### src/hdl/switch_pkg.sv
package switch_pkg;

    localparam int NUM_PORTS   = 4;
    localparam int MAX_FRAME   = 64;   // bytes per buffer slot
    localparam int TABLE_DEPTH = 16;

    typedef logic [7:0]  byte_t;
    typedef logic [47:0] mac_addr_t;
    typedef logic [1:0]  port_id_t;
    typedef logic [3:0]  port_map_t;   // one bit per port
    typedef logic [6:0]  frame_len_t;  // holds MAX_FRAME itself
    typedef logic        slot_t;
    typedef logic [3:0]  table_idx_t;

    // one byte on a rx or tx port
    typedef struct packed {
        logic  valid;
        logic  last;
        byte_t data;
    } stream_beat_t;

    typedef struct packed {
        mac_addr_t dst;
        mac_addr_t src;
        port_id_t  src_port;
    } lookup_req_t;

    typedef struct packed {
        slot_t      slot;
        frame_len_t len;
        port_map_t  map;
    } frame_desc_t;

    typedef struct packed {
        logic                         en;
        slot_t                        slot;
        logic [$clog2(MAX_FRAME)-1:0] addr;  // byte offset in slot
        byte_t                        data;
    } buf_wr_t;

endpackage

### src/hdl/egress_forward.sv
`timescale 1ns/1ns
module egress_forward (
    input  logic                                                 clk,
    input  logic                                                 rst_n,
    input  switch_pkg::buf_wr_t                                  wr,
    input  logic                                                 desc_valid,
    input  switch_pkg::frame_desc_t                              desc,
    output logic [1:0]                                           slot_free,
    output switch_pkg::stream_beat_t [switch_pkg::NUM_PORTS-1:0] tx,
    input  switch_pkg::port_map_t                                tx_ready
);

    typedef enum logic {
        ST_IDLE,
        ST_SEND
    } egress_state_t;

    egress_state_t           state;
    switch_pkg::byte_t       mem [2*switch_pkg::MAX_FRAME];  // two slots back to back
    switch_pkg::frame_desc_t hold [2];
    switch_pkg::frame_desc_t head;
    switch_pkg::frame_desc_t cur;
    logic                    hold_wp;
    logic                    hold_rp;
    logic [1:0]              hold_cnt;
    logic [1:0]              busy;
    logic [1:0]              set_mask;
    logic [1:0]              clr_mask;
    logic                    take;
    logic                    advance;
    logic                    at_end;
    switch_pkg::byte_t       rd_data;
    logic [$clog2(switch_pkg::MAX_FRAME)-1:0] rd_idx;

    assign head      = hold[hold_rp];
    assign take      = state == ST_IDLE && hold_cnt != 2'd0;
    assign at_end    = switch_pkg::frame_len_t'(rd_idx) == cur.len - 1'b1;
    // byte moves only when every mapped port is ready
    assign advance   = state == ST_SEND && (tx_ready & cur.map) == cur.map;
    assign rd_data   = mem[{cur.slot, rd_idx}];
    assign slot_free = ~busy;

    always_comb begin
        set_mask = '0;
        clr_mask = '0;
        if (wr.en) set_mask[wr.slot] = 1'b1;
        if (advance && at_end) clr_mask[cur.slot] = 1'b1;
        if (take && head.map == '0) clr_mask[head.slot] = 1'b1;  // nothing to send
    end

    always_comb begin
        for (int p = 0; p < switch_pkg::NUM_PORTS; p++) begin
            tx[p].valid = state == ST_SEND && cur.map[p];
            tx[p].last  = state == ST_SEND && cur.map[p] && at_end;
            tx[p].data  = rd_data;
        end
    end

    always_ff @(posedge clk) begin
        if (wr.en) mem[{wr.slot, wr.addr}] <= wr.data;
        if (desc_valid) hold[hold_wp] <= desc;
        if (take) cur <= head;
    end

    always_ff @(posedge clk) begin
        if (!rst_n) begin
            state    <= ST_IDLE;
            busy     <= '0;
            hold_wp  <= 1'b0;
            hold_rp  <= 1'b0;
            hold_cnt <= '0;
            rd_idx   <= '0;
        end else begin
            busy     <= (busy | set_mask) & ~clr_mask;
            hold_wp  <= hold_wp ^ desc_valid;
            hold_rp  <= hold_rp ^ take;
            hold_cnt <= hold_cnt + {1'b0, desc_valid} - {1'b0, take};
            case (state)
                ST_IDLE: begin
                    rd_idx <= '0;
                    if (take && head.map != '0) state <= ST_SEND;
                end
                default: begin
                    if (advance) begin
                        rd_idx <= rd_idx + 1'b1;
                        if (at_end) state <= ST_IDLE;
                    end
                end
            endcase
        end
    end

endmodule

### src/hdl/frame_parser.sv
`timescale 1ns/1ns
module frame_parser (
    input  logic                    clk,
    input  logic                    rst_n,
    input  switch_pkg::stream_beat_t beat,
    input  switch_pkg::port_id_t    src_port,
    output logic                    accept,
    input  logic [1:0]              slot_free,
    output switch_pkg::buf_wr_t     wr,
    output logic                    req,
    output switch_pkg::lookup_req_t lookup,
    input  logic                    ack,
    input  switch_pkg::port_map_t   dest_map,
    output logic                    desc_valid,
    output switch_pkg::frame_desc_t desc
);

    typedef enum logic [1:0] {
        ST_IDLE,
        ST_STORE,
        ST_LOOKUP,
        ST_HANDOFF
    } parser_state_t;

    parser_state_t          state;
    switch_pkg::frame_len_t cnt;
    switch_pkg::slot_t      cur_slot;
    switch_pkg::slot_t      pick_slot;
    switch_pkg::port_id_t   src_q;
    switch_pkg::mac_addr_t  dst_mac;
    switch_pkg::mac_addr_t  src_mac;
    switch_pkg::port_map_t  map_q;
    logic                   xfer;
    logic                   full;

    assign pick_slot = slot_free[0] ? 1'b0 : 1'b1;
    // first byte is taken in idle only when a slot is free
    assign accept    = (state == ST_IDLE && |slot_free) || state == ST_STORE;
    assign xfer      = beat.valid && accept;
    assign full      = cnt == switch_pkg::frame_len_t'(switch_pkg::MAX_FRAME);

    always_comb begin
        wr.en   = xfer && !full;  // overflow bytes dropped
        wr.slot = (state == ST_IDLE) ? pick_slot : cur_slot;
        wr.addr = cnt[$clog2(switch_pkg::MAX_FRAME)-1:0];
        wr.data = beat.data;
    end

    always_ff @(posedge clk) begin
        if (!rst_n) begin
            state <= ST_IDLE;
            cnt   <= '0;
        end else begin
            case (state)
                ST_IDLE: begin
                    if (xfer) state <= beat.last ? ST_LOOKUP : ST_STORE;
                end
                ST_STORE: begin
                    if (xfer && beat.last) state <= ST_LOOKUP;
                end
                ST_LOOKUP: begin
                    if (ack) state <= ST_HANDOFF;
                end
                default: state <= ST_IDLE;
            endcase
            if (state == ST_HANDOFF) cnt <= '0;
            else if (xfer && !full) cnt <= cnt + 1'b1;
        end
    end

    always_ff @(posedge clk) begin
        if (xfer && state == ST_IDLE) begin
            cur_slot <= pick_slot;
            src_q    <= src_port;
        end
        if (xfer && cnt < 7'd6) dst_mac <= {dst_mac[39:0], beat.data};       // bytes 0..5
        else if (xfer && cnt < 7'd12) src_mac <= {src_mac[39:0], beat.data};  // bytes 6..11
        if (state == ST_LOOKUP && ack) map_q <= dest_map;
    end

    assign req        = state == ST_LOOKUP;
    assign lookup     = '{dst: dst_mac, src: src_mac, src_port: src_q};
    assign desc_valid = state == ST_HANDOFF;
    assign desc       = '{slot: cur_slot, len: cnt, map: map_q};

endmodule

### src/hdl/mac_table.sv
`timescale 1ns/1ns
module mac_table (
    input  logic                    clk,
    input  logic                    rst_n,
    input  logic                    req,
    input  switch_pkg::lookup_req_t lookup,
    output logic                    ack,
    output switch_pkg::port_map_t   dest_map
);

    logic [switch_pkg::TABLE_DEPTH-1:0] entry_valid;
    switch_pkg::mac_addr_t              entry_mac  [switch_pkg::TABLE_DEPTH];
    switch_pkg::port_id_t               entry_port [switch_pkg::TABLE_DEPTH];

    switch_pkg::table_idx_t dst_idx;
    switch_pkg::table_idx_t src_idx;
    switch_pkg::port_map_t  src_bit;
    switch_pkg::port_map_t  map_c;
    switch_pkg::port_map_t  map_q;
    logic                   hit;
    logic                   learn_q;  // second cycle
    logic                   ack_q;

    // byte fold, then nibble fold
    function automatic switch_pkg::table_idx_t hash_idx(input switch_pkg::mac_addr_t a);
        switch_pkg::byte_t x;
        x = a[47:40] ^ a[39:32] ^ a[31:24] ^ a[23:16] ^ a[15:8] ^ a[7:0];
        return x[7:4] ^ x[3:0];
    endfunction

    assign dst_idx = hash_idx(lookup.dst);
    assign src_idx = hash_idx(lookup.src);

    always_comb begin
        src_bit = switch_pkg::port_map_t'(1) << lookup.src_port;
        hit     = entry_valid[dst_idx] && entry_mac[dst_idx] == lookup.dst;
        if (lookup.dst == '1) map_c = ~src_bit;  // broadcast
        else if (hit) map_c = (switch_pkg::port_map_t'(1) << entry_port[dst_idx]) & ~src_bit;
        else map_c = ~src_bit;                   // unknown, flood
    end

    always_ff @(posedge clk) begin
        if (!rst_n) begin
            learn_q     <= 1'b0;
            ack_q       <= 1'b0;
            entry_valid <= '0;
        end else begin
            learn_q <= req && !learn_q && !ack_q;
            ack_q   <= learn_q;
            if (learn_q) entry_valid[src_idx] <= 1'b1;
        end
    end

    always_ff @(posedge clk) begin
        if (req && !learn_q && !ack_q) map_q <= map_c;  // lookup before learning
        if (learn_q) begin
            entry_mac[src_idx]  <= lookup.src;
            entry_port[src_idx] <= lookup.src_port;
        end
    end

    assign ack      = ack_q;
    assign dest_map = map_q;

endmodule

### src/hdl/port_arbiter.sv
`timescale 1ns/1ns
module port_arbiter (
    input  logic                                                 clk,
    input  logic                                                 rst_n,
    input  switch_pkg::stream_beat_t [switch_pkg::NUM_PORTS-1:0] rx,
    output switch_pkg::port_map_t                                rx_ready,
    input  logic                                                 accept,
    output switch_pkg::stream_beat_t                             beat,
    output switch_pkg::port_id_t                                 src_port
);

    logic                 busy;   // grant held for a whole frame
    logic                 found;
    switch_pkg::port_id_t grant;
    switch_pkg::port_id_t ptr;    // search start
    switch_pkg::port_id_t pick;
    switch_pkg::port_id_t idx;

    // first valid port at or after ptr
    always_comb begin
        found = 1'b0;
        pick  = ptr;
        idx   = ptr;
        for (int i = 0; i < switch_pkg::NUM_PORTS; i++) begin
            idx = ptr + switch_pkg::port_id_t'(i);
            if (!found && rx[idx].valid) begin
                found = 1'b1;
                pick  = idx;
            end
        end
    end

    always_ff @(posedge clk) begin
        if (!rst_n) begin
            busy  <= 1'b0;
            grant <= '0;
            ptr   <= '0;
        end else if (!busy) begin
            busy  <= found;
            grant <= pick;
        end else if (beat.valid && accept && beat.last) begin
            busy <= 1'b0;
            ptr  <= grant + 1'b1;  // next search after the served port
        end
    end

    assign beat     = busy ? rx[grant] : '0;
    assign src_port = grant;

    always_comb begin
        rx_ready = '0;
        if (busy) rx_ready[grant] = accept;
    end

endmodule

### src/hdl/switch_core.sv
`timescale 1ns/1ns
module switch_core (
    input  logic                                                 clk,
    input  logic                                                 rst_n,
    input  switch_pkg::stream_beat_t [switch_pkg::NUM_PORTS-1:0] rx,
    output switch_pkg::port_map_t                                rx_ready,
    output switch_pkg::stream_beat_t [switch_pkg::NUM_PORTS-1:0] tx,
    input  switch_pkg::port_map_t                                tx_ready
);

    switch_pkg::stream_beat_t beat;
    switch_pkg::port_id_t     src_port;
    logic                     accept;
    logic [1:0]               slot_free;
    switch_pkg::buf_wr_t      wr;
    logic                     req;
    logic                     ack;
    switch_pkg::lookup_req_t  lookup;
    switch_pkg::port_map_t    dest_map;
    logic                     desc_valid;
    switch_pkg::frame_desc_t  desc;

    port_arbiter u_port_arbiter (
        .clk(clk),
        .rst_n(rst_n),
        .rx(rx),
        .rx_ready(rx_ready),
        .accept(accept),
        .beat(beat),
        .src_port(src_port)
    );

    frame_parser u_frame_parser (
        .clk(clk),
        .rst_n(rst_n),
        .beat(beat),
        .src_port(src_port),
        .accept(accept),
        .slot_free(slot_free),
        .wr(wr),
        .req(req),
        .lookup(lookup),
        .ack(ack),
        .dest_map(dest_map),
        .desc_valid(desc_valid),
        .desc(desc)
    );

    mac_table u_mac_table (
        .clk(clk),
        .rst_n(rst_n),
        .req(req),
        .lookup(lookup),
        .ack(ack),
        .dest_map(dest_map)
    );

    egress_forward u_egress_forward (
        .clk(clk),
        .rst_n(rst_n),
        .wr(wr),
        .desc_valid(desc_valid),
        .desc(desc),
        .slot_free(slot_free),
        .tx(tx),
        .tx_ready(tx_ready)
    );

endmodule

### config.mk
export PLATFORM = sky130hd
export DESIGN_NAME = switch_core
export DESIGN_NICKNAME = d
export VERILOG_FILES = /design/src/hdl/switch_pkg.sv /design/src/hdl/egress_forward.sv /design/src/hdl/frame_parser.sv /design/src/hdl/mac_table.sv /design/src/hdl/port_arbiter.sv /design/src/hdl/switch_core.sv
export SDC_FILE = /design/constraint.sdc
export NUM_CORES = 2
export LEC_CHECK = 0
export BUFFER_PORTS_ARGS = -buffer_cell sky130_fd_sc_hd__buf_4
export CAP_MARGIN = 20
export CORE_UTILIZATION = 35
export DETAILED_ROUTE_END_ITERATION = 16
export GPL_TIMING_DRIVEN = 0
export SYNTH_ARGS = -nofsm -noshare
export SYNTH_HDL_FRONTEND = slang
export SYNTH_SLANG_ARGS = --single-unit
### constraint.sdc
create_clock -name clk -period 10.3 [get_ports clk]
set_clock_uncertainty 0.1 [all_clocks]
set_input_delay 0.515 -clock clk [delete_from_list [all_inputs] [get_ports clk]]
set_output_delay 0.515 -clock clk [all_outputs]
set_load 0.01 [all_outputs]
* After elaboration in Yosys (flattened, before gate mapping)
Memory sizes are Yosys's and may differ from the RTL's. A register that Yosys moved wholly into a read port is not among the register bits. Cells that the tools add are included.
Storage, ports and cells: bits in registers 164, bits in writable memories 1848, input bits 46, output and inout bits 44, memories 4
Memories:
- u_egress_forward.mem | words 128, width 8, read ports 1, clocked after memory_dff 0, write ports 1, RTL line egress_forward.sv:19 | switch_pkg::byte_t mem [2*switch_pkg::MAX_FRAME];
- u_mac_table.entry_mac | words 16, width 48, read ports 1, clocked after memory_dff 0, write ports 1, RTL line mac_table.sv:12 | switch_pkg::mac_addr_t entry_mac [switch_pkg::TABLE_DEPTH];
- u_mac_table.entry_port | words 16, width 2, read ports 1, clocked after memory_dff 0, write ports 1, RTL line mac_table.sv:13 | switch_pkg::port_id_t entry_port [switch_pkg::TABLE_DEPTH];
- u_egress_forward.hold | words 2, width 12, read ports 1, clocked after memory_dff 1, write ports 1, RTL line egress_forward.sv:20 | switch_pkg::frame_desc_t hold [2];
Cells by class: $add $sub $neg 9, $lt $le $gt $ge 17, equality and inequality tests 11, shift-type cells 2, mux-type cells 56, bitwise operators 27, reductions and logical operators 49
Operators with widths (count):
- 10-bit binary-select mux with 2-bit select | 5
- 8-bit bitwise XOR | 10
- 10-bit 2-to-1 mux | 6
- 48-bit == test | 1
- 48-bit == test, second input constant | 1
- 1-bit logical AND | 32
- 1-bit 2-to-1 mux | 25
- 2-bit 2-to-1 mux | 10
- 16-bit bitwise OR | 1
- 2-bit by 3-bit < comparator with 1-bit output, second input constant | 5
- 4-bit AND | 3
- 4-bit 2-to-1 mux | 3
- 4-bit by 5-bit < comparator with 1-bit output, second input constant | 2
- 1-bit by 2-bit << shifter with 4-bit output, first input constant | 2
- 4-bit bitwise XOR | 2
- 7-bit by 1-bit adder with 7-bit output, second input constant | 1
- 6-bit by 7-bit == test with 1-bit output | 1
- 7-bit == test, second input constant | 1
- 7-bit by 3-bit < comparator with 1-bit output, second input constant | 1
- 7-bit by 4-bit < comparator with 1-bit output, second input constant | 1
- 7-bit by 1-bit subtractor with 7-bit output, second input constant | 1
- 6-bit by 1-bit adder with 6-bit output, second input constant | 1
- 1-bit zero test | 6
- 1-bit by 2-bit < comparator with 1-bit output, second input constant | 3
- other kinds (31) | 47

* Logic depth before layout (Yosys ltp)
depth after elaboration 13, gate-level depth with buffers 17

* Hierarchy
From an unflattened synthesis, not the netlist that was laid out.
Unflattened totals: cell total of the unflattened synthesis 4764, area, all modules 81016.5 sq um
By module, submodules not included:
- egress_forward | times used 1, cells an instance 2142, area each 42049.1 sq um, seq. area each 32110.8 sq um
- mac_table | times used 1, cells an instance 2347, area each 34345.4 sq um, seq. area each 24503.5 sq um
- frame_parser | times used 1, cells an instance 198, area each 3868.7 sq um, seq. area each 3273.1 sq um
- port_arbiter | times used 1, cells an instance 77, area each 753.2 sq um, seq. area each 100.1 sq um

* Worst setup path before layout
OpenSTA, ideal clock, no wires.
path kind reg-to-reg, from reg u_frame_parser.src_mac[30], to mem u_mac_table.entry_mac[5][0] in the netlist's numbering (enable), setup time 522 ps, arrival 4991 ps, data required time 9678 ps, path slack 4687 ps, cell stages (with the launch flop) 7, path buffers 0, period minus slack after synthesis 5613 ps, cells stage by stage edfxtp_1 > xnor2_1 > xnor2_1 > xnor2_1 > xor2_1 > nand3_1 > nor3_1
Between the ends: word-level cells in the longest chain between the ends 5
RTL lines:
- start, declared | RTL line frame_parser.sv:31 | switch_pkg::mac_addr_t src_mac;
- start signal, assigned | RTL line frame_parser.sv:77 | else if (xfer && cnt < 7'd12) src_mac <= {src_mac[39:0], beat.data};
- 8-bit bitwise XOR (4 in a row) | RTL line mac_table.sv:27 | x = a[47:40] ^ a[39:32] ^ a[31:24] ^ a[23:16] ^ a[15:8] ^ a[7:0];
- 4-bit bitwise XOR | RTL line mac_table.sv:28 | return x[7:4] ^ x[3:0];
- end, declared | RTL line mac_table.sv:12
No other way between the ends.

* Worst setup path after layout
from reg u_frame_parser.dst_mac[25], to reg u_mac_table.map_q[3], in the netlist u_mac_table.dest_map[3] (data pin)
Between the ends: word-level cells in the longest chain between the ends 10
RTL lines:
- start, declared | RTL line frame_parser.sv:30 | switch_pkg::mac_addr_t dst_mac;
- start signal, assigned | RTL line frame_parser.sv:76 | if (xfer && cnt < 7'd6) dst_mac <= {dst_mac[39:0], beat.data};
- 8-bit bitwise XOR (4 in a row) | RTL line mac_table.sv:27
- 4-bit bitwise XOR | RTL line mac_table.sv:28
- memory read 16 x 48 bit (tied with other cells)
- 48-bit == test (tied with other cells) | RTL line mac_table.sv:36 | hit = entry_valid[dst_idx] && entry_mac[dst_idx] == lookup.dst;
- 1-bit logical AND / 4-bit AND (equally long branches) | RTL line mac_table.sv:36, mac_table.sv:38
- 4-bit 2-to-1 mux | RTL line mac_table.sv:38 | else if (hit) map_c = (switch_pkg::port_map_t'(1) << entry_port[dst_idx]) & ~src_bit;
- 4-bit 2-to-1 mux * | RTL line mac_table.sv:37 | if (lookup.dst == '1) map_c = ~src_bit;
- net u_mac_table.map_c[3] | RTL line mac_table.sv:18 | switch_pkg::port_map_t map_c;
- end signal, assigned | RTL line mac_table.sv:55 | if (req && !learn_q && !ack_q) map_q <= map_c;
- end, declared | RTL line mac_table.sv:19 | switch_pkg::port_map_t map_q;
Mark *: on every way through the listed nets, which the timed path passes. The rest lies on a longest branch. The select of a mux whose other input is x is not followed. A chain may end at the register's enable or synchronous reset.

==> results.json <==
{
  "grt_use_met3_pct": 3.83,
  "syn_area_mm2": 0.0806,
  "p_sw_share_pct": 42.6,
  "max_slew_margin_pct": 10.6,
  "critPathKind": "flip-flop to flip-flop",
  "core-area_mm2": 0.228,
  "p_comb_share_pct": 47.1,
  "power_density_mw_per_mm2": 330,
  "power.leakage_nw": 29.3,
  "timing.final.crit_share_pct": 66.7,
  "cts_tree": "yes",
  "netlist_top_cells_area": "edfxtp_1 (73%), mux4_2 (12%), mux2i_1 (2.9%)",
  "die_w_um": 482,
  "syn-instance-count": 4139,
  "synthXorXnorAreaFrac_pct": 1.80,
  "grt_pass1_vias": 42500,
  "power_frac_seq_pct": 30.3,
  "cp.required_ps": 10730,
  "hold_viol": 0,
  "start_kind": "flip-flop",
  "synth_edf_count": 1967,
  "power.internal_mw": 17.6,
  "clk_pin_slew_worst_paths_ps": 60,
  "insertion_delay_ps": 820,
  "synthArstFlopShare_pct": 0,
  "io_buffers": 87,
  "muxShareOfSynthArea_pct": 15.2,
  "globalplace.congestion": 0.977,
  "grt_pass1_wl_um": 332000,
  "use_met1_pct": 27.3,
  "drt_pass1_iterations": 8,
  "finalSetupViolCount": 0,
  "initial_core_util_pct": 35.3,
  "die_y_um": 482,
  "synth_warnings": 0,
  "finalWorstSetupSlack_ps": 3430,
  "num_vias": 42900,
  "pwr-share-clk_pct": 22.6,
  "design_area_mm2": 0.0930,
  "rsz0062_at_grt": "no",
  "numCtsBuffers": 192,
  "critPathMaxFanout": 10,
  "ys.flop_type": "edfxtp_1",
  "placed_cells": 7329,
  "power_mw": 30.7,
  "synth_simple_gate_area_share_pct": 3.69,
  "yosysTopAreaCell": "edfxtp_1",
  "ios": 90,
  "finalMaxSlewViolations": 0,
  "yosysUniqueCellTypes": 80,
  "worst_ep_arrival_time_ps": 7300,
  "outcome": "complete, no violations",
  "routedWlPerCell_um": 30.7,
  "yosysTopAreaCellShare_pct": 73.3,
  "syn_nets": 4202,
  "clock-root-buffer": "clkbuf_16",
  "antenna_found_initial": 4,
  "power_switching_mw": 13.1,
  "synthAdderAreaFrac_pct": 0.264,
  "fin_crit_ps": 6870,
  "routed_wl_um": 236000,
  "synth-compound-area-share_pct": 2.84,
  "synth_top_family_by_area": "multiplexers",
  "vias_per_cell": 5.57,
  "numClockSinks": 2013,
  "synth_area_per_cell_um2": 19.5,
  "cts_setup_buffers": 0,
  "maxCapViolCount": 0,
  "ir_drop_mv": 0.296,
  "grt-ovfl-total": 0,
  "first_iter_violations": 5536,
  "ys_seq_area_share_pct": 74.4,
  "layout_commonest_cell": "edfxtp_1",
  "final_cells": 7692,
  "placed_area_mm2": 0.0868,
  "final_nets": 4587,
  "grt_max_degree": 84,
  "ys_ff_latch": 2013,
  "worst_pin_slew_ps": 1310,
  "layout-drive-gt1-share_pct": 22.4,
  "cts_max_level": 4,
  "groute.usage.overall_pct": 20.3,
  "drc": 0,
  "ant_nets": 0,
  "max_freq_mhz": 146,
  "worst_hold_slack_ps": 121,
  "place_ws_ps": 3870,
  "clockBufferDepth": 3,
  "grt.busiest_layer": "met2",
  "dp_hpwl_um": 161000,
  "area_growth_pct": 15.4,
  "layout_common_cells": "edfxtp_1 (1967), mux4_2 (416), nand2_1 (289), mux2i_1 (232), nor2_1 (202)",
  "rows": 175,
  "grtUsageMet2_pct": 32.6,
  "die_area_mm2": 0.232,
  "worst_setup_path_end_kind": "flip-flop",
  "hp-class": "primary input to flip-flop"
}
-- path summary, 6_finish.rpt --
check	depth (start not counted)	endpoint	slack, ps	startpoint
max	12	u_mac_table.dest_map[3]	3430	u_frame_parser.dst_mac[25]
min	3	u_port_arbiter.busy	120	rx[29]
max reg2reg	12	u_mac_table.dest_map[3]	3430	u_frame_parser.dst_mac[25]
min reg2reg	0	u_frame_parser.map_q[0]	320	u_mac_table.dest_map[0]
-- registers in the layout, summed over array words and instances, names as in the netlist, 2 cells and up, named ones only --
register / cells
u_mac_table.entry_valid: 16
u_egress_forward.busy: 2
u_port_arbiter.ptr: 2
u_mac_table.dest_map: 4
u_frame_parser.cnt: 7
u_egress_forward.cur: 12
u_egress_forward.hold_cnt: 2
u_mac_table.entry_mac: 768
u_mac_table.entry_port: 32
u_frame_parser.state: 2
u_frame_parser.dst_mac: 48
u_egress_forward.hold: 24
u_frame_parser.map_q: 4
u_egress_forward.mem: 1024
u_frame_parser.src_mac: 48
u_egress_forward.rd_idx: 6
u_port_arbiter.src_port: 2
u_frame_parser.src_q: 2
-- final cells by class --
cell class | instances | area, um2
Buffer | 247 | 1290
Timing Repair Buffer | 191 | 2410
Clock buffer | 249 | 5140
Fill cell | 20200 | 135000
Antenna cell | 1 | 2.50
Clock inverter | 103 | 931
Inverter | 32 | 120
Tap cell | 3009 | 3760
Multi-Input combinational cell | 1847 | 19400
Sequential cell | 2013 | 60000
-- kinds of logic after synthesis --
| kind of cell | Yosys count |
|---|---|
| compound gates | 302 |
| xor+xnor | 151 |
| fa+ha+maj | 17 |
| buf+inv | 279 |
| flops | 2013 |
| mux | 692 |
| simple gates | 685 |
-- synth_stat cells (8+ instances only) --
library cell / n
nand2_1: 289
mux4_2: 416
ha_1: 17
mux2_2: 37
o21a_1: 18
nand4_1: 20
dfxtp_1: 46
xor2_1: 37
clkbuf_1: 99
a32o_1: 18
and3_1: 12
o21ai_0: 28
o22ai_1: 13
xnor2_1: 104
nand2b_1: 8
nand3_1: 34
edfxtp_1: 1967
buf_4: 41
nor2b_1: 22
o211ai_1: 9
and2_1: 26
a21oi_1: 37
a221oi_1: 12
a22oi_1: 8
mux2i_1: 232
nor4_1: 10
a32oi_1: 57
a31oi_1: 22
nor3_1: 28
inv_1: 32
a211oi_1: 9
o221ai_1: 12
buf_1: 34
buf_6: 11
buf_2: 58
nor2_1: 215
-- timing repair --
action | CTS | global route
hold buffers | 4 | 0
endpoints found under the hold margin | 2 | 0
gates resized for setup | 0 | 0
-- through the flow --
step                util (%)  setup TNS [ps]
global route            40.8               0
CTS                     40.7               0
finish                  40.8               0
detailed placement      38.0               0
floorplan                  -               0
global placement        37.3         -420420
-- power by group through the flow --
| stage | logic (mW) | registers (mW) | clock network, mW |
|---|---|---|---|
| 2_1_floorplan | 7.94 | 9.45 | 0 |
| 3_3_place_gp | 14.0 | 9.54 | 0 |
| 3_5_place_dp | 14.1 | 9.48 | 0 |
| 4_1_cts | 14.2 | 9.31 | 7.03 |
| 5_1_grt | 14.7 | 9.32 | 7.34 |
| 6_report | 14.5 | 9.31 | 6.94 |
-- routing by layer --
layer	wire length, um	share of wire, %
met1	95300	40
met2	113000	48
met3	18600	7.9
met4	9680	4.1
met5	43	0.018
-- worst max-delay path, cell delays in order (launching register included) --
cell and delay (ps):
edfxtp_1 800, xnor2_1 180, xnor2_1 310, xor3_1 570, buf_4 430, buf_4 400, clkbuf_1 800, mux2i_1 770
o22ai_1 190, a2111oi_0 1040, nand4_1 160, and4b_1 610, a31oi_1 170
Note: power is estimated with default switching activity, not from simulation.
